### config.mk
export PLATFORM = sky130hd
export DESIGN_NAME = ilk_status_event_reporter
export DESIGN_NICKNAME = d
export VERILOG_FILES = /design/src/ilk_status_pkg.sv /design/src/ilk_status_event_reporter.sv
export VERILOG_INCLUDE_DIRS = /design/src
export SDC_FILE = /design/constraint.sdc
export NUM_CORES = 1
export LEC_CHECK = 0
export BUFFER_PORTS_ARGS = -buffer_cell sky130_fd_sc_hd__buf_2
export CAP_MARGIN = 10
export CORE_ASPECT_RATIO = 0.9
export CORE_UTILIZATION = 51
export DETAILED_ROUTE_END_ITERATION = 10
export PLACE_DENSITY = 0.67
export SYNTH_ARGS = -nofsm -noshare
export SYNTH_HDL_FRONTEND = slang
export SYNTH_SLANG_ARGS = --single-unit
### constraint.sdc
create_clock -name common_clk -period 8.92 [get_ports common_clk]
set_clock_uncertainty 0.1 [all_clocks]
set_input_delay 0.892 -clock common_clk [delete_from_list [all_inputs] [get_ports common_clk]]
set_output_delay 0.892 -clock common_clk [all_outputs]
set_load 0.02 [all_outputs]
### src/ilk_consts.svh
//////////////////////////////////////////////////////////////////////
// shared constants of the interlaken rx lane status block
// include wherever lane counts, lock thresholds or credits are needed
//////////////////////////////////////////////////////////////////////
`ifndef ILK_CONSTS_SVH
`define ILK_CONSTS_SVH

// number of lanes in the link
`define ILK_NUM_LANES 4

// word lock, consecutive good headers to lock and bad headers to drop
`define ILK_WORD_LOCK_GOOD 8
`define ILK_WORD_LOCK_BAD 4

// metaframe length in words, and sync lock thresholds
`define ILK_MFRAME_LEN 16
`define ILK_SYNC_LOCK_GOOD 4
`define ILK_SYNC_LOCK_MISS 4

// credits the host holds after reset
`define ILK_EVENT_CREDITS 4

// width of each per-lane crc32 error counter
`define ILK_CRC_CNT_W 8

`endif
### src/ilk_status_pkg.sv
//////////////////////////////////////////////////////////////////////
// types shared by the framer, the status monitor and the reporter
// import with a wildcard in the module header
//////////////////////////////////////////////////////////////////////
`default_nettype none

package ilk_status_pkg;

	// block header kind of a received word, already decoded by the lane
	typedef enum logic [2:0] {
		DATA    = 3'd0,
		SYNC    = 3'd1,
		SCRAM   = 3'd2,
		SKIP    = 3'd3,
		DIAG    = 3'd4,
		BAD_HDR = 3'd5
	} word_kind_e;

	// one received word as seen by the framer
	typedef struct packed {
		logic       valid;
		word_kind_e kind;
		// crc result, only looked at on DIAG words
		logic       crc_ok;
		// scrambler state check, only looked at on SCRAM words
		logic       scram_ok;
	} lane_word_t;

	// lock levels followed by single cycle error pulses
	typedef struct packed {
		logic word_locked;
		logic sync_locked;
		logic framing_error;
		logic crc32_error;
		logic scrambler_mismatch;
		logic missing_sync;
	} lane_status_t;

	// error kind, also the low index bits of a pending entry
	typedef enum logic [1:0] {
		ERR_FRAMING      = 2'd0,
		ERR_CRC32        = 2'd1,
		ERR_SCRAMBLER    = 2'd2,
		ERR_MISSING_SYNC = 2'd3
	} err_kind_e;

	// record sent to the host, count saturates at 15
	typedef struct packed {
		logic [1:0] lane;
		err_kind_e  kind;
		logic [3:0] count;
	} status_event_t;

	// shared by the word lock and the metaframe sync machines
	typedef enum logic [1:0] {
		HUNT     = 2'd0,
		LOCKING  = 2'd1,
		LOCKED   = 2'd2,
		SLIPPING = 2'd3
	} lock_state_e;

endpackage

`default_nettype wire

### src/ilk_status_event_reporter.sv
//////////////////////////////////////////////////////////////////////
// turns synchronized error pulses into event records for the host
// pending counts per lane and kind, round robin, credit flow control
//////////////////////////////////////////////////////////////////////
`timescale 1ns/100ps
`default_nettype none

`include "ilk_consts.svh"

module ilk_status_event_reporter
	import ilk_status_pkg::*;
(
	input  logic                              common_clk,
	input  logic                              common_arst,
	input  lane_status_t [`ILK_NUM_LANES-1:0] sync_stat,
	input  logic                              ev_credit,
	output logic                              ev_valid,
	output status_event_t                     ev
);

// one entry per lane and kind, index is {lane, kind}
localparam int NUM_ENT = `ILK_NUM_LANES * 4;
localparam int IDX_W = $clog2(NUM_ENT);
localparam int CRED_W = $clog2(`ILK_EVENT_CREDITS + 1);

logic [NUM_ENT-1:0] err_vec;
logic [NUM_ENT-1:0][3:0] pend_cnt;
logic [IDX_W-1:0] rr_ptr;
logic [IDX_W-1:0] sel_idx;
logic sel_found;
logic [CRED_W-1:0] credits;

// flatten the error pulses into entry order
always_comb begin
	for (int l = 0; l < `ILK_NUM_LANES; l++) begin
		err_vec[l*4 + ERR_FRAMING] = sync_stat[l].framing_error;
		err_vec[l*4 + ERR_CRC32] = sync_stat[l].crc32_error;
		err_vec[l*4 + ERR_SCRAMBLER] = sync_stat[l].scrambler_mismatch;
		err_vec[l*4 + ERR_MISSING_SYNC] = sync_stat[l].missing_sync;
	end
end

// first non-zero entry at or after the round robin pointer
always_comb begin
	logic [IDX_W-1:0] idx;
	sel_found = 1'b0;
	sel_idx = rr_ptr;
	for (int k = 0; k < NUM_ENT; k++) begin
		idx = rr_ptr + IDX_W'(k);
		if (!sel_found && pend_cnt[idx] != '0) begin
			sel_found = 1'b1;
			sel_idx = idx;
		end
	end
end

// a record goes out only while a credit is held
assign ev_valid = sel_found && (credits != '0);
assign ev.lane = sel_idx[IDX_W-1:2];
assign ev.kind = err_kind_e'(sel_idx[1:0]);
assign ev.count = pend_cnt[sel_idx];

//////////////////////////////////////////////////////////////////////
// pending counts and pointer

always_ff @(posedge common_clk or posedge common_arst) begin
	if (common_arst) begin
		pend_cnt <= '0;
		rr_ptr <= '0;
	end else begin
		for (int e = 0; e < NUM_ENT; e++) begin
			if (ev_valid && sel_idx == IDX_W'(e)) begin
				// sent this cycle, a new pulse restarts at 1
				pend_cnt[e] <= {3'b000, err_vec[e]};
			end else if (err_vec[e] && pend_cnt[e] != 4'hf) begin
				pend_cnt[e] <= pend_cnt[e] + 1'b1;
			end
		end
		if (ev_valid) begin
			rr_ptr <= sel_idx + 1'b1;
		end
	end
end

//////////////////////////////////////////////////////////////////////
// credit counter

always_ff @(posedge common_clk or posedge common_arst) begin
	if (common_arst) begin
		credits <= CRED_W'(`ILK_EVENT_CREDITS);
	end else begin
		case ({ev_valid, ev_credit})
			2'b10: credits <= credits - 1'b1;
			// return clamped at the reset value
			2'b01: begin
				if (credits != CRED_W'(`ILK_EVENT_CREDITS)) begin
					credits <= credits + 1'b1;
				end
			end
			default: credits <= credits;
		endcase
	end
end

endmodule

`default_nettype wire

==> results by group <==
Outcome
  • Outcome: finished, final reports clean

STA
  • Unrepaired setup endpoints after global routing: no
  • Final min period: 7.95 ns
  • Fin crit share: 89.1%
  • Max-slew violation count: 0
  • Setup-failing EPs final: 0
  • Slew margin rel.: between 15 and 20%
  • Fin. Hold Viols: 0
  • Max Freq: 126 MHz
  • TNS Setup: 0 ns
  • Actual slew at the worst max-slew pin: 1.25 ns

Die
  • Floorplan row count: 42
  • Ports: 36
  • Die area: 0.0158 mm²
  • Core box area: 0.0148 mm²
  • Initial core utilization: a little over half
  • Die W: 132 µm
  • Die H: 119 µm

Synth
  • Syn Inst Count: 932
  • Synth warn: 0
  • Post-synth top flop: dfrtp_1
  • #FFs+latches synth: 71
  • Post-Synthesis Cell Area: 0.00779 mm²
  • Post-synth EDFFs: 0
  • Ys async rst share: 100%
  • Post-synthesis sequential area ratio: 22.8%
  • Syn_nets: 987
  • Synth unique cells: a little over 90
  • Syn_area_per_cell: 8.36 µm²

Detailed routing
  • 1st-iter DRT viols: 776
  • First drt pass iteration count: 5
  • Vias: 7690
  • Post-DRT Antenna Nets: 0
  • Routed len/inst: 20.3 µm
  • Post-route DRC violation count: 0
  • Via density: 6.80
  • Post-detailed-routing wire length: 22900 µm

Final layout
  • Total inserted antenna cells: 0
  • Fraction of layout cells with a size suffix above 1: 16.4%
  • Area grow syn2layout: 7.42%
  • Layout Nets: 983
  • Commonest non-fill, non-tap cells in the layout: 84 x nand3_1, 72 x nor2_1, 71 x nand2_1
  • Most common cell after layout, fill and taps aside: nand3_1
  • Final instance area: 0.00837 mm²
  • Final Util: 56.5%
  • Non-Filler Instances: 1131

Setup path
  • Reg2Reg Depth: 15
  • Data arrival time of the worst path: 6.96 ns
  • Crit-path slowest cell: or4_1
  • Critical path capture point: ev[0]
  • Worst setup path class: flip-flop to output pin
  • Most used cell along the critical path: mux4_2
  • Crit start category: flip-flop
  • Worst Setup SP: rr_ptr[0]$_DFFE_PP0P_
  • FF-to-FF setup slack: 1.80 ns
  • Critical register-to-register path startpoint: rr_ptr[0]$_DFFE_PP0P_
  • Max Fanout on Critical Path: 25
  • Capturing point of the worst reg2reg path: pend_cnt[40]$_DFFE_PP0P_
  • Crit path required time: ~8 ns
  • Worst Path Buf+Inv: 4
  • Levels on crit path: 16
  • CP max stage delay: 0.88 ns
  • Critical path cell sequence: clkinv_1 -> ha_1 -> inv_2 -> mux4_2 -> or2_0 -> mux4_2 -> nand4b_4 -> nand4bb_1 -> nor3_1 -> or4_1 -> buf_4 -> nand3_1 -> a2bb2oi_1 -> o21ai_1 -> nand4_1 -> buf_2
  • CP endpoint kind: output pin
  • Cell family with most CP delay: simple AND/OR/NAND/NOR gates

Global route
  • Initial antenna violation count: 0
  • Pin count of the biggest net entering global routing: 72
  • GRT Residual Overflow: 0
  • Global-route wire length before repair: 37300 µm
  • Total GRT Usage: a little under a third
  • Vias in the first global route: 7044

CTS
  • Post-CTS setup buffer count: 0
  • Clock slew at reported path FFs: 0.06 ns
  • Bufs on Longest Clock Path: 2
  • Number of clock sinks: 71
  • Skew-Pair Late Insertion Delay: about 0.35 ns
  • Hold Buf Count CTS: 0
  • CTS tree: yes
  • H-tree level count: 3
  • CTS-repair resized insts: 0
  • Root Buffer: clkbuf_16
  • TritonCTS Buffers: 9

Placed design
  • Buffers added on ports: 27
  • GP Congestion: roughly 1
  • Cell Area, Placed: 0.00807 mm²
  • Hpwl dp: approximately 17000 µm
  • Placed insts: approximately 1100

Flow run
  • Max_cap viols: 0

Min path
  • HP Class: flip-flop to flip-flop
registers in the layout, indices dropped and copies added (netlist names):
register / count
rr_ptr: 4
pend_cnt: 64
credits: 3
routing by layer:
| metal | wire (µm) | global-route usage (%) | vias to the layer above | share of wire, % |
|---|---|---|---|---|
| met5 | 0 | 0 | - | 0 |
| met4 | 719 | 11.9 | 0 | 3.1 |
| met3 | 2340 | 7.07 | 60 | 10 |
| met2 | 9720 | 44.5 | 420 | 42 |
| met1 | 10100 | 42.2 | 3648 | 44 |
| li1 | - | - | 3562 | - |
kinds of logic (layout without fill, tap and decap cells):
kind of cell               after synthesis  after routing  synth area share (%)
DFF                                     71             71                  22.8
and+or+nand+nor                        399            399                  28.6
xor gates and xnor gates                39             39                  4.38
muxes                                   63             63                  13.8
adders and majority gates               28             28                  4.59
buffers and inverters                   83             84                  4.51
AOI/OAI and AO/OA                      249            249                  21.3
synth_stat cells (4+ instances only):
master     instances  share of area [%]
nor2_1            73                3.5
clkbuf_1          36                1.7
a21oi_1           55                3.5
or3_1             13                1.0
nand3_1           84                5.4
mux2_4             8                1.5
and4b_1            9                1.2
mux2_2             6               0.87
a211oi_1          33                3.2
a2bb2oi_1         16                1.8
a21o_1             5               0.48
o211ai_1           6               0.58
a211o_1            4               0.45
nor4_1            12               0.96
nand2_1           71                3.4
and3_4            16                2.3
o32ai_1            5               0.56
and4_1             7               0.79
o21ai_0           61                3.9
o21ai_1           12               0.77
o31ai_1            4               0.39
dfrtp_1           70                 22
buf_2             14               0.90
mux4_2            31                9.0
a31oi_1            5               0.40
and2_1             9               0.72
nor4b_1            7               0.79
mux2_1             8                1.2
ha_1              27                4.3
xnor2_1           33                3.7
or2_2              8               0.64
o32a_1             4               0.51
nand4_1           12               0.96
xor2_1             6               0.67
inv_1             24                1.2
mux2i_1           10                1.3
nor3_1            42                2.7
nand2b_1           6               0.48
buf_4              4               0.39
or4_1              6               0.58
metrics by stage:
step	setup slack [ns]	hold slack [ns]
6_report	0.968	0.431
5_1_grt	0.675	0.443
3_5_place_dp	1.58	0.412
4_1_cts	1.19	0.432
3_3_place_gp	1.63	0.419
2_1_floorplan	3.16	0.386
worst min-delay path by stage:
stage,startpoint,to,cells past startpoint
3_3_place_gp,credits[2]$_DFFE_PP1P_,credits[2]$_DFFE_PP1P_,2
5_1_grt,credits[0]$_DFFE_PP0P_,credits[0]$_DFFE_PP0P_,1
6_report,credits[0]$_DFFE_PP0P_,credits[0]$_DFFE_PP0P_,1
4_1_cts,credits[0]$_DFFE_PP0P_,credits[0]$_DFFE_PP0P_,1
2_1_floorplan,credits[0]$_DFFE_PP0P_,credits[0]$_DFFE_PP0P_,1
3_5_place_dp,credits[0]$_DFFE_PP0P_,credits[0]$_DFFE_PP0P_,1
worst reg2reg max path, stage by stage, from the launching register on:
cell       delay, ns
dfrtp_2         0.36
clkinv_1        0.36
ha_1            0.62
inv_2           0.32
mux4_2          0.57
or2_0           0.26
mux4_2          0.55
nand4b_4        0.31
nand4bb_1       0.49
nor3_1          0.77
o31a_1          0.85
nor2_1          0.33
inv_1           0.15
ha_1            0.34
and3_4          0.28
mux2_1          0.32
final cells by class:
class / instances / area [µm²]
well taps: 198 / 248
multi-input cells: 778 / 5700
inverters: 27 / 101
repair buffers: 41 / 240
clock inverters: 7 / 72.6
fillers: 1376 / 6450
clock buffers: 9 / 225
flip-flops and latches: 71 / 1780
Power is left out: the tool's default activity adds up to more than one toggle a clock period on the data nets, which glitch-free logic cannot reach.
