$ cat src/ilk_consts.svh
//////////////////////////////////////////////////////////////////////
// shared constants of the interlaken rx lane status block
// include wherever lane counts, lock thresholds or credits are needed
//////////////////////////////////////////////////////////////////////
`ifndef ILK_CONSTS_SVH
`define ILK_CONSTS_SVH

// number of lanes in the link
`define ILK_NUM_LANES 4

// word lock, consecutive good headers to lock and bad headers to drop
`define ILK_WORD_LOCK_GOOD 8
`define ILK_WORD_LOCK_BAD 4

// metaframe length in words, and sync lock thresholds
`define ILK_MFRAME_LEN 16
`define ILK_SYNC_LOCK_GOOD 4
`define ILK_SYNC_LOCK_MISS 4

// credits the host holds after reset
`define ILK_EVENT_CREDITS 4

// width of each per-lane crc32 error counter
`define ILK_CRC_CNT_W 8

`endif
$ cat src/ilk_status_pkg.sv
//////////////////////////////////////////////////////////////////////
// types shared by the framer, the status monitor and the reporter
// import with a wildcard in the module header
//////////////////////////////////////////////////////////////////////
`default_nettype none

package ilk_status_pkg;

	// block header kind of a received word, already decoded by the lane
	typedef enum logic [2:0] {
		DATA    = 3'd0,
		SYNC    = 3'd1,
		SCRAM   = 3'd2,
		SKIP    = 3'd3,
		DIAG    = 3'd4,
		BAD_HDR = 3'd5
	} word_kind_e;

	// one received word as seen by the framer
	typedef struct packed {
		logic       valid;
		word_kind_e kind;
		// crc result, only looked at on DIAG words
		logic       crc_ok;
		// scrambler state check, only looked at on SCRAM words
		logic       scram_ok;
	} lane_word_t;

	// lock levels followed by single cycle error pulses
	typedef struct packed {
		logic word_locked;
		logic sync_locked;
		logic framing_error;
		logic crc32_error;
		logic scrambler_mismatch;
		logic missing_sync;
	} lane_status_t;

	// error kind, also the low index bits of a pending entry
	typedef enum logic [1:0] {
		ERR_FRAMING      = 2'd0,
		ERR_CRC32        = 2'd1,
		ERR_SCRAMBLER    = 2'd2,
		ERR_MISSING_SYNC = 2'd3
	} err_kind_e;

	// record sent to the host, count saturates at 15
	typedef struct packed {
		logic [1:0] lane;
		err_kind_e  kind;
		logic [3:0] count;
	} status_event_t;

	// shared by the word lock and the metaframe sync machines
	typedef enum logic [1:0] {
		HUNT     = 2'd0,
		LOCKING  = 2'd1,
		LOCKED   = 2'd2,
		SLIPPING = 2'd3
	} lock_state_e;

endpackage

`default_nettype wire

$ cat src/ilk_lane_framer.sv
//////////////////////////////////////////////////////////////////////
// per-lane framer, word lock and metaframe sync on the lane clock
// outputs lock levels and one-cycle error pulses, all registered
//////////////////////////////////////////////////////////////////////
`timescale 1ns/100ps
`default_nettype none

`include "ilk_consts.svh"

module ilk_lane_framer
	import ilk_status_pkg::*;
(
	input  logic         lane_clk,
	input  logic         lane_arst,
	input  lane_word_t   lane_in,
	output lane_status_t lane_stat
);

localparam int HDR_W = $clog2(`ILK_WORD_LOCK_GOOD) + 1;
localparam int SCNT_W = $clog2(`ILK_SYNC_LOCK_GOOD) + 1;
localparam int POS_W = $clog2(`ILK_MFRAME_LEN);

// word lock machine
lock_state_e wl_state, wl_next;
logic [HDR_W-1:0] hdr_cnt, hdr_cnt_next;

// metaframe sync machine
lock_state_e sy_state, sy_next;
logic [SCNT_W-1:0] sy_cnt, sy_cnt_next;
logic [POS_W-1:0] pos, pos_next;

logic good_hdr;
logic is_sync;
logic at_bound;
logic word_lk;
logic sync_lk;
logic miss_pulse;
lane_status_t stat_next;

assign good_hdr = (lane_in.kind != BAD_HDR);
assign is_sync = (lane_in.kind == SYNC);
// position 0 is where the SYNC word of each metaframe belongs
assign at_bound = (pos == '0);
assign word_lk = (wl_state == LOCKED) || (wl_state == SLIPPING);
assign sync_lk = word_lk && ((sy_state == LOCKED) || (sy_state == SLIPPING));

//////////////////////////////////////////////////////////////////////
// word lock

always_comb begin
	wl_next = wl_state;
	hdr_cnt_next = hdr_cnt;
	if (lane_in.valid) begin
		case (wl_state)
			HUNT: begin
				if (good_hdr) begin
					wl_next = LOCKING;
					hdr_cnt_next = HDR_W'(1);
				end
			end
			LOCKING: begin
				// any bad header restarts the search
				if (!good_hdr) begin
					wl_next = HUNT;
					hdr_cnt_next = '0;
				end else if (hdr_cnt == HDR_W'(`ILK_WORD_LOCK_GOOD - 1)) begin
					wl_next = LOCKED;
					hdr_cnt_next = '0;
				end else begin
					hdr_cnt_next = hdr_cnt + 1'b1;
				end
			end
			LOCKED: begin
				if (!good_hdr) begin
					wl_next = SLIPPING;
					hdr_cnt_next = HDR_W'(1);
				end
			end
			SLIPPING: begin
				// a single good header is enough to come back
				if (good_hdr) begin
					wl_next = LOCKED;
					hdr_cnt_next = '0;
				end else if (hdr_cnt == HDR_W'(`ILK_WORD_LOCK_BAD - 1)) begin
					wl_next = HUNT;
					hdr_cnt_next = '0;
				end else begin
					hdr_cnt_next = hdr_cnt + 1'b1;
				end
			end
			default: wl_next = HUNT;
		endcase
	end
end

//////////////////////////////////////////////////////////////////////
// metaframe sync

always_comb begin
	sy_next = sy_state;
	sy_cnt_next = sy_cnt;
	pos_next = pos;
	miss_pulse = 1'b0;
	if (!word_lk) begin
		// no word lock, no point tracking the metaframe
		sy_next = HUNT;
		sy_cnt_next = '0;
		pos_next = '0;
	end else if (lane_in.valid) begin
		pos_next = (pos == POS_W'(`ILK_MFRAME_LEN - 1)) ? '0 : pos + 1'b1;
		case (sy_state)
			HUNT: begin
				// take the first SYNC as position 0
				if (is_sync) begin
					sy_next = LOCKING;
					sy_cnt_next = SCNT_W'(1);
					pos_next = POS_W'(1);
				end
			end
			LOCKING: begin
				if (at_bound) begin
					if (!is_sync) begin
						sy_next = HUNT;
						sy_cnt_next = '0;
					end else if (sy_cnt == SCNT_W'(`ILK_SYNC_LOCK_GOOD - 1)) begin
						sy_next = LOCKED;
						sy_cnt_next = '0;
					end else begin
						sy_cnt_next = sy_cnt + 1'b1;
					end
				end else if (is_sync) begin
					// SYNC off the expected spacing, realign on it
					sy_cnt_next = SCNT_W'(1);
					pos_next = POS_W'(1);
				end
			end
			LOCKED: begin
				if (at_bound && !is_sync) begin
					sy_next = SLIPPING;
					sy_cnt_next = SCNT_W'(1);
					miss_pulse = 1'b1;
				end
			end
			SLIPPING: begin
				if (at_bound) begin
					if (is_sync) begin
						sy_next = LOCKED;
						sy_cnt_next = '0;
					end else begin
						// every miss is reported, the last one too
						miss_pulse = 1'b1;
						if (sy_cnt == SCNT_W'(`ILK_SYNC_LOCK_MISS - 1)) begin
							sy_next = HUNT;
							sy_cnt_next = '0;
						end else begin
							sy_cnt_next = sy_cnt + 1'b1;
						end
					end
				end
			end
			default: sy_next = HUNT;
		endcase
	end
end

//////////////////////////////////////////////////////////////////////
// status outputs

always_comb begin
	stat_next.word_locked = (wl_next == LOCKED) || (wl_next == SLIPPING);
	// sync lock never shows without word lock
	stat_next.sync_locked = stat_next.word_locked &&
		((sy_next == LOCKED) || (sy_next == SLIPPING));
	stat_next.framing_error = lane_in.valid && word_lk && !good_hdr;
	stat_next.crc32_error = lane_in.valid && sync_lk &&
		(lane_in.kind == DIAG) && !lane_in.crc_ok;
	stat_next.scrambler_mismatch = lane_in.valid && sync_lk &&
		(lane_in.kind == SCRAM) && !lane_in.scram_ok;
	stat_next.missing_sync = miss_pulse;
end

always_ff @(posedge lane_clk or posedge lane_arst) begin
	if (lane_arst) begin
		wl_state <= HUNT;
		hdr_cnt <= '0;
		sy_state <= HUNT;
		sy_cnt <= '0;
		pos <= '0;
		lane_stat <= '0;
	end else begin
		wl_state <= wl_next;
		hdr_cnt <= hdr_cnt_next;
		sy_state <= sy_next;
		sy_cnt <= sy_cnt_next;
		pos <= pos_next;
		lane_stat <= stat_next;
	end
end

endmodule

`default_nettype wire

$ cat config.mk
export PLATFORM = sky130hd
export DESIGN_NAME = ilk_lane_framer
export DESIGN_NICKNAME = d
export VERILOG_FILES = /design/src/ilk_status_pkg.sv /design/src/ilk_lane_framer.sv
export VERILOG_INCLUDE_DIRS = /design/src
export SDC_FILE = /design/constraint.sdc
export NUM_CORES = 1
export LEC_CHECK = 0
export BUFFER_PORTS_ARGS = -buffer_cell sky130_fd_sc_hd__buf_2
export CORE_MARGIN = 2
export CORE_UTILIZATION = 50
export CTS_BUF_LIST = sky130_fd_sc_hd__clkbuf_2
export CTS_CLUSTER_DIAMETER = 100
export DETAILED_ROUTE_END_ITERATION = 10
export PLACE_DENSITY = 0.7
export SLEW_MARGIN = 30
export SYNTH_ARGS = -nofsm -noshare
export SYNTH_HDL_FRONTEND = slang
export SYNTH_SLANG_ARGS = --single-unit
$ cat constraint.sdc
create_clock -name lane_clk -period 2.43 [get_ports lane_clk]
set_input_delay 0.3645 -clock lane_clk [delete_from_list [all_inputs] [get_ports lane_clk]]
set_output_delay 0.3645 -clock lane_clk [all_outputs]
set_load 0.1 [all_outputs]
==> results of run 1 <==
-- cells by family (layout without fill, tap and decap cells) --
logic type | after synthesis | count (layout) | synth area share
simple gates | 47 | 47 | 0.221
compound gates | 43 | 43 | 0.248
flops | 21 | 21 | 0.415
buf+inv | 17 | 26 | 0.0543
fa+ha+maj | 4 | 4 | 0.0395
mux | 2 | 2 | 0.0158
xor+xnor | 1 | 1 | 0.00691
-- cell type report --
class | count | share of cell area
Sequential cell | 21 | 0.388
Multi-Input combinational cell | 97 | 0.497
Inverter | 9 | 0.0249
Timing Repair Buffer | 13 | 0.0480
Tap cell | 30 | 0.0277
Clock buffer | 4 | 0.0148
-- path summary, 6_finish.rpt --
check	startpoint	slack (ns)	endpoint
setup / recovery	pos[0]	0.57	sy_state[0]
max in group asynchronous	lane_arst	1.76	sy_cnt[1]
hold reg to reg	hdr_cnt[1]	0.54	hdr_cnt[1]
setup reg to reg	pos[0]	0.57	sy_state[0]
min in group lane_clk	lane_in[1]	0.18	lane_stat[2]
hold / removal	lane_arst	0.17	hdr_cnt[0]
-- where the power goes --
group	switching (mW)	internal (mW)	leakage, nW	total (mW)
Sequential	0.0497	0.384	0.281	0.433
Clock	0.105	0.0436	0.0166	0.149
Combinational	0.0999	0.0755	0.294	0.175
-- metrics by stage --
step / instances / power (mW) / setup WS [ns] / hold slack [ns]
final: 174 / 0.758 / 0.567 / 0.169
after global routing: 174 / 0.805 / 0.389 / 0.160
after CTS: 174 / 0.764 / 0.551 / 0.164
after detailed placement: 170 / 0.613 / 0.589 / 0.504
after global placement: 170 / 0.607 / 0.606 / 0.491
after floorplan: 135 / 0.566 / 0.698 / 0.341
-- layer usage --
layer	wire length, um	part of all wire	global-route usage	up-vias
met3	115	0.043	0.0273	2
li1	-	-	-	530
met5	0	0	0	-
met2	1280	0.48	0.339	28
met1	1260	0.47	0.261	517
met4	24	0.0090	0.0708	0
-- worst reg2reg max path, delay by kind of cell (launching register included) --
| family | cells | cell delay (ns) |
|---|---|---|
| buffers and inverters | 1 | 0.11 |
| AOI/OAI and AO/OA | 2 | 0.49 |
| muxes | 1 | 0.15 |
| and+or+nand+nor | 1 | 0.44 |
| adders and majority gates | 1 | 0.17 |
| DFF | 1 | 0.44 |
-- layout by cell type (no fill, tap or decap), types with 2 or more instances in the layout --
master	instances
sky130_fd_sc_hd__clkbuf_2	4
sky130_fd_sc_hd__buf_2	13
sky130_fd_sc_hd__nor3_1	5
sky130_fd_sc_hd__o2111ai_1	2
sky130_fd_sc_hd__a22o_1	2
sky130_fd_sc_hd__a21oi_1	11
sky130_fd_sc_hd__nor2b_1	3
sky130_fd_sc_hd__ha_1	4
sky130_fd_sc_hd__o221a_2	2
sky130_fd_sc_hd__nand2_1	8
sky130_fd_sc_hd__nand2b_1	2
sky130_fd_sc_hd__nor2_1	5
sky130_fd_sc_hd__nand4_1	2
sky130_fd_sc_hd__nand3_1	9
sky130_fd_sc_hd__o21ai_0	5
sky130_fd_sc_hd__inv_1	9
sky130_fd_sc_hd__mux2i_1	2
sky130_fd_sc_hd__o31ai_1	2
sky130_fd_sc_hd__a211oi_1	4
sky130_fd_sc_hd__dfrtp_1	21
-- sequential cells by signal, indices dropped and copies added, names as in the netlist --
signal     cells
pos            4
sy_state       2
lane_stat      6
sy_cnt         3
hdr_cnt        4
wl_state       2
==> results.cfg, run 1 <==
[clock_network]
ctsRootBufferMaster = sky130_fd_sc_hd__clkbuf_2
clock_sinks = 21
tritoncts.num_buffers = 3
post_cts_resize_count = 0
hold_buffers = 0
worstSkewPairLatency_ns = 0.31
clk_transition_reported_paths_ns = 0.20
cts_max_path_buffers = 2
htree_num_levels = 1
cts_post_setup_buffers_inserted = 0
tritoncts = yes

[placement]
numPortBuffers = 13
placedInstanceArea_mm2 = 0.00134
gp_routability_congestion = 0.830
detailed_place_hpwl_um = 1880

[worst_setup_path]
slowest_stage = sky130_fd_sc_hd__dfrtp_1
critical_path.max_stage_delay_ns = 0.44
path_depth = 6
critical_path.cell_chain = inv_1 > ha_1 > or3b_1 > mux2i_1 > a22o_1 > a211oi_1
reg2reg_path_depth = 6
crit_buf_inv = 1
path_delay_family = compound AO/OA/AOI/OAI gates
worst_setup_path_start_kind = flip-flop
critPathCaptureType = flip-flop
worst_ep_arrival_time_ns = 2.10
critPathRequiredTime_ns = 2.66
path_class = reg2reg
critPathMaxFanout = 5

[route]
drt_first_pass_iters = 4
routed_wl_um = 2680
drc = 0
drt_iter0_drc = 33
wl_per_cell_um = 15.4
detail_route.vias_per_cell = 6.19
antenna_left = 0
detailroute.via_count = 1077

[final_layout]
layout-drive-gt1-share = 0.167
post-route-util = 0.557
final_instance_area_mm2 = 0.00136
final_net_count = 157
signed_area_change_from_the_synthesized_netlist_to_the_final_layout_pct = 6.91
final.fill_count = 240
multi_input_area_um2 = 673
ff_latch_area_um2 = 526
diodes = 0

[die]
core_rows = 18
num_io_pins = 14
die_w_um = 54.4
coreArea_mm2 = 0.00243
design.die.area_mm2 = 0.00295
start_util = 0.521
die_h_um = 54.4

[logic_synthesis]
post_synth_instance_area_mm2 = 0.00127
synth-warning-count = 0
synth-edff-count = 0
yosys.cell_types.count = 50
ys_top_cells_by_area = sky130_fd_sc_hd__dfrtp_1 (41%), sky130_fd_sc_hd__a21oi_1 (4.3%), sky130_fd_sc_hd__ha_1 (3.9%), sky130_fd_sc_hd__nand3_1 (3.6%), sky130_fd_sc_hd__inv_1 (2.7%)
post_synth_inst_count = 135
netlist_top_cells_count = sky130_fd_sc_hd__dfrtp_1 (21), sky130_fd_sc_hd__a21oi_1 (11), sky130_fd_sc_hd__inv_1 (9), sky130_fd_sc_hd__nand3_1 (9), sky130_fd_sc_hd__nand2_1 (8)
postSynthNetCount = 147
async_flop_share = 1.00
avg_inst_size_synth_um2 = 9.39
synth_top_area_cell = sky130_fd_sc_hd__dfrtp_1
post-synth-top-count-cell = sky130_fd_sc_hd__dfrtp_1
synth.ff_latch_count = 21
yosys.area.top_type_share = 0.415
synth.yosys.seq_area_share = 0.415
dominantRegCellSynth = sky130_fd_sc_hd__dfrtp_1

[grt]
global_route_wire_length_before_repair_um = 4350
grt_max_degree = 22
groute.usage.overall = 0.201
grt_antenna_before_repair = 0
overflow = 0
number_of_global_route_vias_before_repair = 1004

[sta]
timing.final.crit_share = 0.767
maxClockFrequency_ghz = 0.537
slew_headroom = 0.455
worst_pin_slew_ns = 0.817
timing.final.hold_violations = 0
final.setup.tns_ns = 0
grt_setup_unrepaired = false
finalWorstPathRequiredPeriod_ns = 1.86
worst_clock_skew_ns = 0.00280
finalMaxSlewViolations = 0
setup-violations-final = 0

[status]
result_of_the_run = finished, final reports clean

[pwr]
irDropWorstVdd_mv = 0.507
power.static_leakage_nw = 0.592
power_per_cell_area_mw_per_mm2 = 559

[hold_path]
hp-class = in2async

[flow_run]
cap_viol_max_count = 0
No activity file was read; power rests on OpenSTA's default activity.
==> run 2, diff against run 1 <==
- PLACE_DENSITY: 0.7 -> 0.72
- clock period: 2.43 -> 1.6 ns (I/O delays scaled with it)
==> run 2 against run 1 <==
Net effect: the flow now finishes with violations (negative setup slack); utilization grew 11 points; sequential power rose by 53%; count of clock-buffer cells in the layout unchanged; clock power is 60% higher; critical path type unchanged; hold slack worse by 0.047 ns; fmax up 7.8%; largest power group unchanged; via count increased by 12%; combinational power rose by 120%.
==> results.cfg, run 2 (synthesis gave the netlist of run 1 again) <==
[worst_setup_path]
path_class = reg2reg
critPathRequiredTime_ns = 1.86
rr_startpoint = pos[0]
worst_ep_arrival_time_ns = 1.98
worst_setup_path_start_kind = flip-flop
critical_path.startpoint = pos[0]
critPathCaptureType = flip-flop
slowest_stage = sky130_fd_sc_hd__dfrtp_1
path_depth = 6
crit_buf_inv = 1
path_delay_family = flip-flops
critical_path.max_stage_delay_ns = 0.45
critPathMaxFanout = 5
critical_path.cell_chain = inv_2 > ha_4 > or3b_4 > mux2i_1 > a22o_1 > a211oi_2
reg2reg_path_depth = 6

[die]
die_h_um = 54.4
design.die.area_mm2 = 0.00295
core_rows = 18
start_util = 0.521
coreArea_mm2 = 0.00243
num_io_pins = 14
die_w_um = 54.4

[hold_path]
hp-class = in2reg
timing.hold.worst_path_depth = 4
min_from = lane_in[0]

[final_layout]
max_flop_register = lane_stat
diodes = 0
largest_register_ffs = 6
signed_area_change_from_the_synthesized_netlist_to_the_final_layout_pct = 28.4
final_net_count = 180
biggestRegsByFlops = lane_stat x6, hdr_cnt x4, pos x4
final_instance_area_mm2 = 0.00163
mostFrequentLayoutCells = sky130_fd_sc_hd__dfrtp_1 (21), sky130_fd_sc_hd__buf_4 (21), sky130_fd_sc_hd__buf_2 (13)
layout-drive-gt1-share = 0.377
post-route-util = 0.669

[sta]
post-route-worst-setup-slack_ns = -0.129
finalWorstPathRequiredPeriod_ns = 1.73
setup-violations-final = 4
worst_pin_slew_ns = 0.484
maxClockFrequency_ghz = 0.578
grt_setup_unrepaired = true
finalMaxSlewViolations = 0
timing.final.hold_violations = 0
timing.final.crit_share = 1.08
slew_headroom = 0.679
worst_clock_skew_ns = 0.00194

[route]
wl_per_cell_um = 15.9
drt_iter0_drc = 21
detailroute.via_count = 1204
detail_route.vias_per_cell = 6.11
drc = 0
drt_first_pass_iters = 4
routed_wl_um = 3120
antenna_left = 0

[pwr]
power_per_cell_area_mw_per_mm2 = 791
sw_frac_of_total = 0.344
power.static_leakage_nw = 0.712
power.share.clock = 0.185
internal_power_mw = 0.844
irDropWorstVdd_mv = 0.590
power.net_switching_mw = 0.443
seqPwrFrac = 0.514
comb_power_share = 0.301

[grt]
overflow = 0
grt_antenna_before_repair = 0
grt_max_degree = 22
groute.usage.overall = 0.229
global_route_wire_length_before_repair_um = 4930
number_of_global_route_vias_before_repair = 1117

[clock_network]
cts_max_path_buffers = 2
worstSkewPairLatency_ns = 0.32
htree_num_levels = 1
tritoncts = yes
ctsRootBufferMaster = sky130_fd_sc_hd__clkbuf_2
clock_sinks = 21
clk_transition_reported_paths_ns = 0.21
tritoncts.num_buffers = 3

[placement]
placedInstanceArea_mm2 = 0.00146
gp_routability_congestion = 0.848
detailed_place_hpwl_um = 2090
numPortBuffers = 13

[status]
result_of_the_run = complete, but fails checks
failed_checks = negative setup slack

[flow_run]
cap_viol_max_count = 0
[run 2: layer usage]
metal,vias up,track usage,wire length [um]
met4,0,0.0833,36
met5,-,0,0
met2,49,0.369,1460
met3,6,0.0355,218
met1,575,0.308,1410
li1,574,-,-
[run 2: worst min-delay path: stages]
cell	delay, ns
sky130_fd_sc_hd__buf_2	0.08
sky130_fd_sc_hd__nor2_1	0.03
sky130_fd_sc_hd__nand2_1	0.05
sky130_fd_sc_hd__nor3_1	0.04
[run 2: path summary, 6_finish.rpt]
kind                                     end  slack, ns
worst min-delay path            lane_stat[1]       0.12
worst min register to register     sy_cnt[2]       0.59
max in group asynchronous         hdr_cnt[2]       0.96
min in group asynchronous       lane_stat[4]       0.44
worst max register to register   sy_state[0]      -0.13
worst max-delay path             sy_state[0]      -0.13
[run 2: stage by stage]
| step | worst slack, ns | setup TNS [ns] | hold WS (ns) | cells | total power [mW] |
|---|---|---|---|---|---|
| after CTS | -0.0518 | -0.103 | 0.0202 | 195 | 1.24 |
| after global placement | -0.0485 | -0.138 | 0.286 | 186 | 0.950 |
| after floorplan | -0.0668 | -0.165 | 0.217 | 135 | 0.861 |
| final | -0.129 | -0.300 | 0.122 | 197 | 1.29 |
| after detailed placement | -0.155 | -0.362 | 0.290 | 186 | 0.965 |
| after global routing | -0.185 | -0.613 | 0.106 | 197 | 1.37 |
[run 2: cell type report]
cell class	instances	area (um^2)
inverters	9	33.8
flip-flops and latches	21	526
repair buffers	36	243
clock buffers	4	20.0
fillers	180	805
multi-input cells	97	768
well taps	30	37.5
[run 2: what timing repair did]
item	CTS	global route
hold buffers	1	1
endpoints found under the setup margin	7	12
endpoints found under the hold margin	21	1
resized for setup	5	16
buffers inserted	4	3
pin swaps	4	11
[run 2: power groups by stage]
stage	sequential, mW	combinational [mW]	clock [mW]
after floorplan	0.648	0.212	0
after global placement	0.659	0.290	0
after global routing	0.671	0.430	0.265
after detailed placement	0.665	0.300	0
after CTS	0.652	0.348	0.244
final	0.662	0.388	0.238
==> run 3, diff against run 2 <==
==> constraint.sdc (replaced) <==
create_clock -name lane_clk -period 1.6 [get_ports lane_clk]
set_input_delay 0.4 -clock lane_clk [delete_from_list [all_inputs] [get_ports lane_clk]]
set_output_delay 0.4 -clock lane_clk [all_outputs]
set_load 0.1 [all_outputs]
==> run 3 against run 2 <==
Net effect: the flow still finishes with violations (negative setup slack); largest cell class unchanged; sequential power rose by 0.8%; utilization fell by 0.41 points; hold slack worse by 0.070 ns; sequential share of layout area is 0.20 points higher; setup slack worse by 0.013 ns; critical endpoint is now sy_cnt[1]; first-iteration DRC count increased by 4.8%.
==> results.cfg, run 3 (synthesis gave the netlist of run 1 again) <==
[status]
result_of_the_run = complete, but fails checks
failed_checks = negative setup slack

[sta]
worst_clock_skew_ns = 0.00615
maxClockFrequency_ghz = 0.574
finalMaxSlewViolations = 0
grt_setup_unrepaired = true
final.setup.tns_ns = -0.506
setup-violations-final = 6
finalWorstPathRequiredPeriod_ns = 1.74
post-route-worst-setup-slack_ns = -0.142
timing.final.hold_violations = 0
slew_headroom = 0.676
timing.final.crit_share = 1.09
worst_pin_slew_ns = 0.490

[worst_setup_path]
worst_ep_arrival_time_ns = 1.99
path_class = reg2reg
critPathCaptureType = flip-flop
critPathMaxFanout = 5
path_delay_family = simple AND/OR/NAND/NOR gates
rr_startpoint = pos[0]
crit_buf_inv = 1
slowest_stage = sky130_fd_sc_hd__dfrtp_1
critical_path.max_stage_delay_ns = 0.45
critical_path.startpoint = pos[0]
critPathRequiredTime_ns = 1.84
worst_setup_path_start_kind = flip-flop
critical_path.cell_chain = inv_2 > ha_4 > or3b_4 > nor3b_2 > o31ai_2 > o221a_2

[flow_run]
cap_viol_max_count = 0

[final_layout]
final_instance_area_mm2 = 0.00162
largest_register_ffs = 6
max_flop_register = lane_stat
biggestRegsByFlops = lane_stat x6, hdr_cnt x4, pos x4
signed_area_change_from_the_synthesized_netlist_to_the_final_layout_pct = 27.6
mostFrequentLayoutCell = sky130_fd_sc_hd__buf_4
layout-drive-gt1-share = 0.368
diodes = 0
final_net_count = 184
mostFrequentLayoutCells = sky130_fd_sc_hd__buf_4 (27), sky130_fd_sc_hd__dfrtp_1 (21), sky130_fd_sc_hd__buf_2 (13)
final.fill_count = 192

[grt]
grt_antenna_before_repair = 0
global_route_wire_length_before_repair_um = 4840
overflow = 0
groute.usage.overall = 0.225
grt_max_degree = 22
number_of_global_route_vias_before_repair = 1097

[die]
num_io_pins = 14
start_util = 0.521
coreArea_mm2 = 0.00243
die_w_um = 54.4
design.die.area_mm2 = 0.00295
core_rows = 18
die_h_um = 54.4

[clock_network]
htree_num_levels = 1
ctsRootBufferMaster = sky130_fd_sc_hd__clkbuf_2
cts_max_path_buffers = 2
tritoncts.num_buffers = 3
tritoncts = yes
worstSkewPairLatency_ns = 0.32
hold_buffers = 0
clock_sinks = 21
clk_transition_reported_paths_ns = 0.21

[route]
detail_route.vias_per_cell = 5.92
drt_iter0_drc = 22
wl_per_cell_um = 14.8
detailroute.via_count = 1189
drt_first_pass_iters = 4
drc = 0
antenna_left = 0
routed_wl_um = 2980

[placement]
pre_cts_ws_ns = -0.145
placedInstanceArea_mm2 = 0.00150
numPortBuffers = 13
gp_routability_congestion = 0.938
detailed_place_hpwl_um = 2050

[pwr]
power.static_leakage_nw = 0.727
power_per_cell_area_mw_per_mm2 = 786
irDropWorstVdd_mv = 0.539

[hold_path]
hp-class = in2async
## run 3: worst min-delay path: cells and delay by family
| kind | cells | cell delay, ns |
|---|---|---|
| buffers and inverters | 3 | 0.40 |
## run 3: final timing paths
path                                 to  slack, ns  cells after the start
setup / recovery              sy_cnt[1]      -0.14                      6
hold / removal                   pos[3]       0.05                      3
setup reg to reg              sy_cnt[1]      -0.14                      6
hold reg to reg               sy_cnt[2]       0.58                      1
max in group asynchronous  lane_stat[1]       1.33                      3
min in group lane_clk      lane_stat[2]       0.19                      2
## run 3: stage by stage
stage                     hold slack (ns)  utilization  total power [mW]  cells
after floorplan                     0.377            -             0.861    135
after global placement              0.440        0.616             0.956    191
after detailed placement            0.445        0.616             0.970    191
after CTS                          0.0640        0.645              1.21    198
after global routing               0.0981        0.665              1.34    201
final                              0.0517        0.665              1.27    201
## run 3: cell type report
type / instances / area, um^2 / share of cell area
sequential: 21 / 526 / 0.325
clock buffer: 4 / 20.0 / 0.0124
inverter: 9 / 33.8 / 0.0209
multi-input combinational: 97 / 733 / 0.453
timing repair buffer: 40 / 268 / 0.166
tap: 30 / 37.5 / 0.0232
## run 3: report_power, final
| group | internal (mW) | switching, mW | total (mW) |
|---|---|---|---|
| Sequential | 0.583 | 0.0842 | 0.667 |
| Clock | 0.0661 | 0.169 | 0.235 |
| Combinational | 0.188 | 0.182 | 0.370 |
## run 3: timing repair
action / in CTS / in global routing
setup endpoints to repair: 6 / 13
pin swaps: 3 / 6
resized for setup: 7 / 6
endpoints found under the hold margin: 0 / 0
buffers inserted: 3 / 3
## run 3: per-layer routing
metal / wire length, um / vias to the layer above / GRT usage
met5: 0 / - / 0
met4: 42 / 0 / 0.0958
met3: 115 / 6 / 0.0246
met2: 1400 / 32 / 0.349
met1: 1430 / 567 / 0.316
li1: - / 584 / -
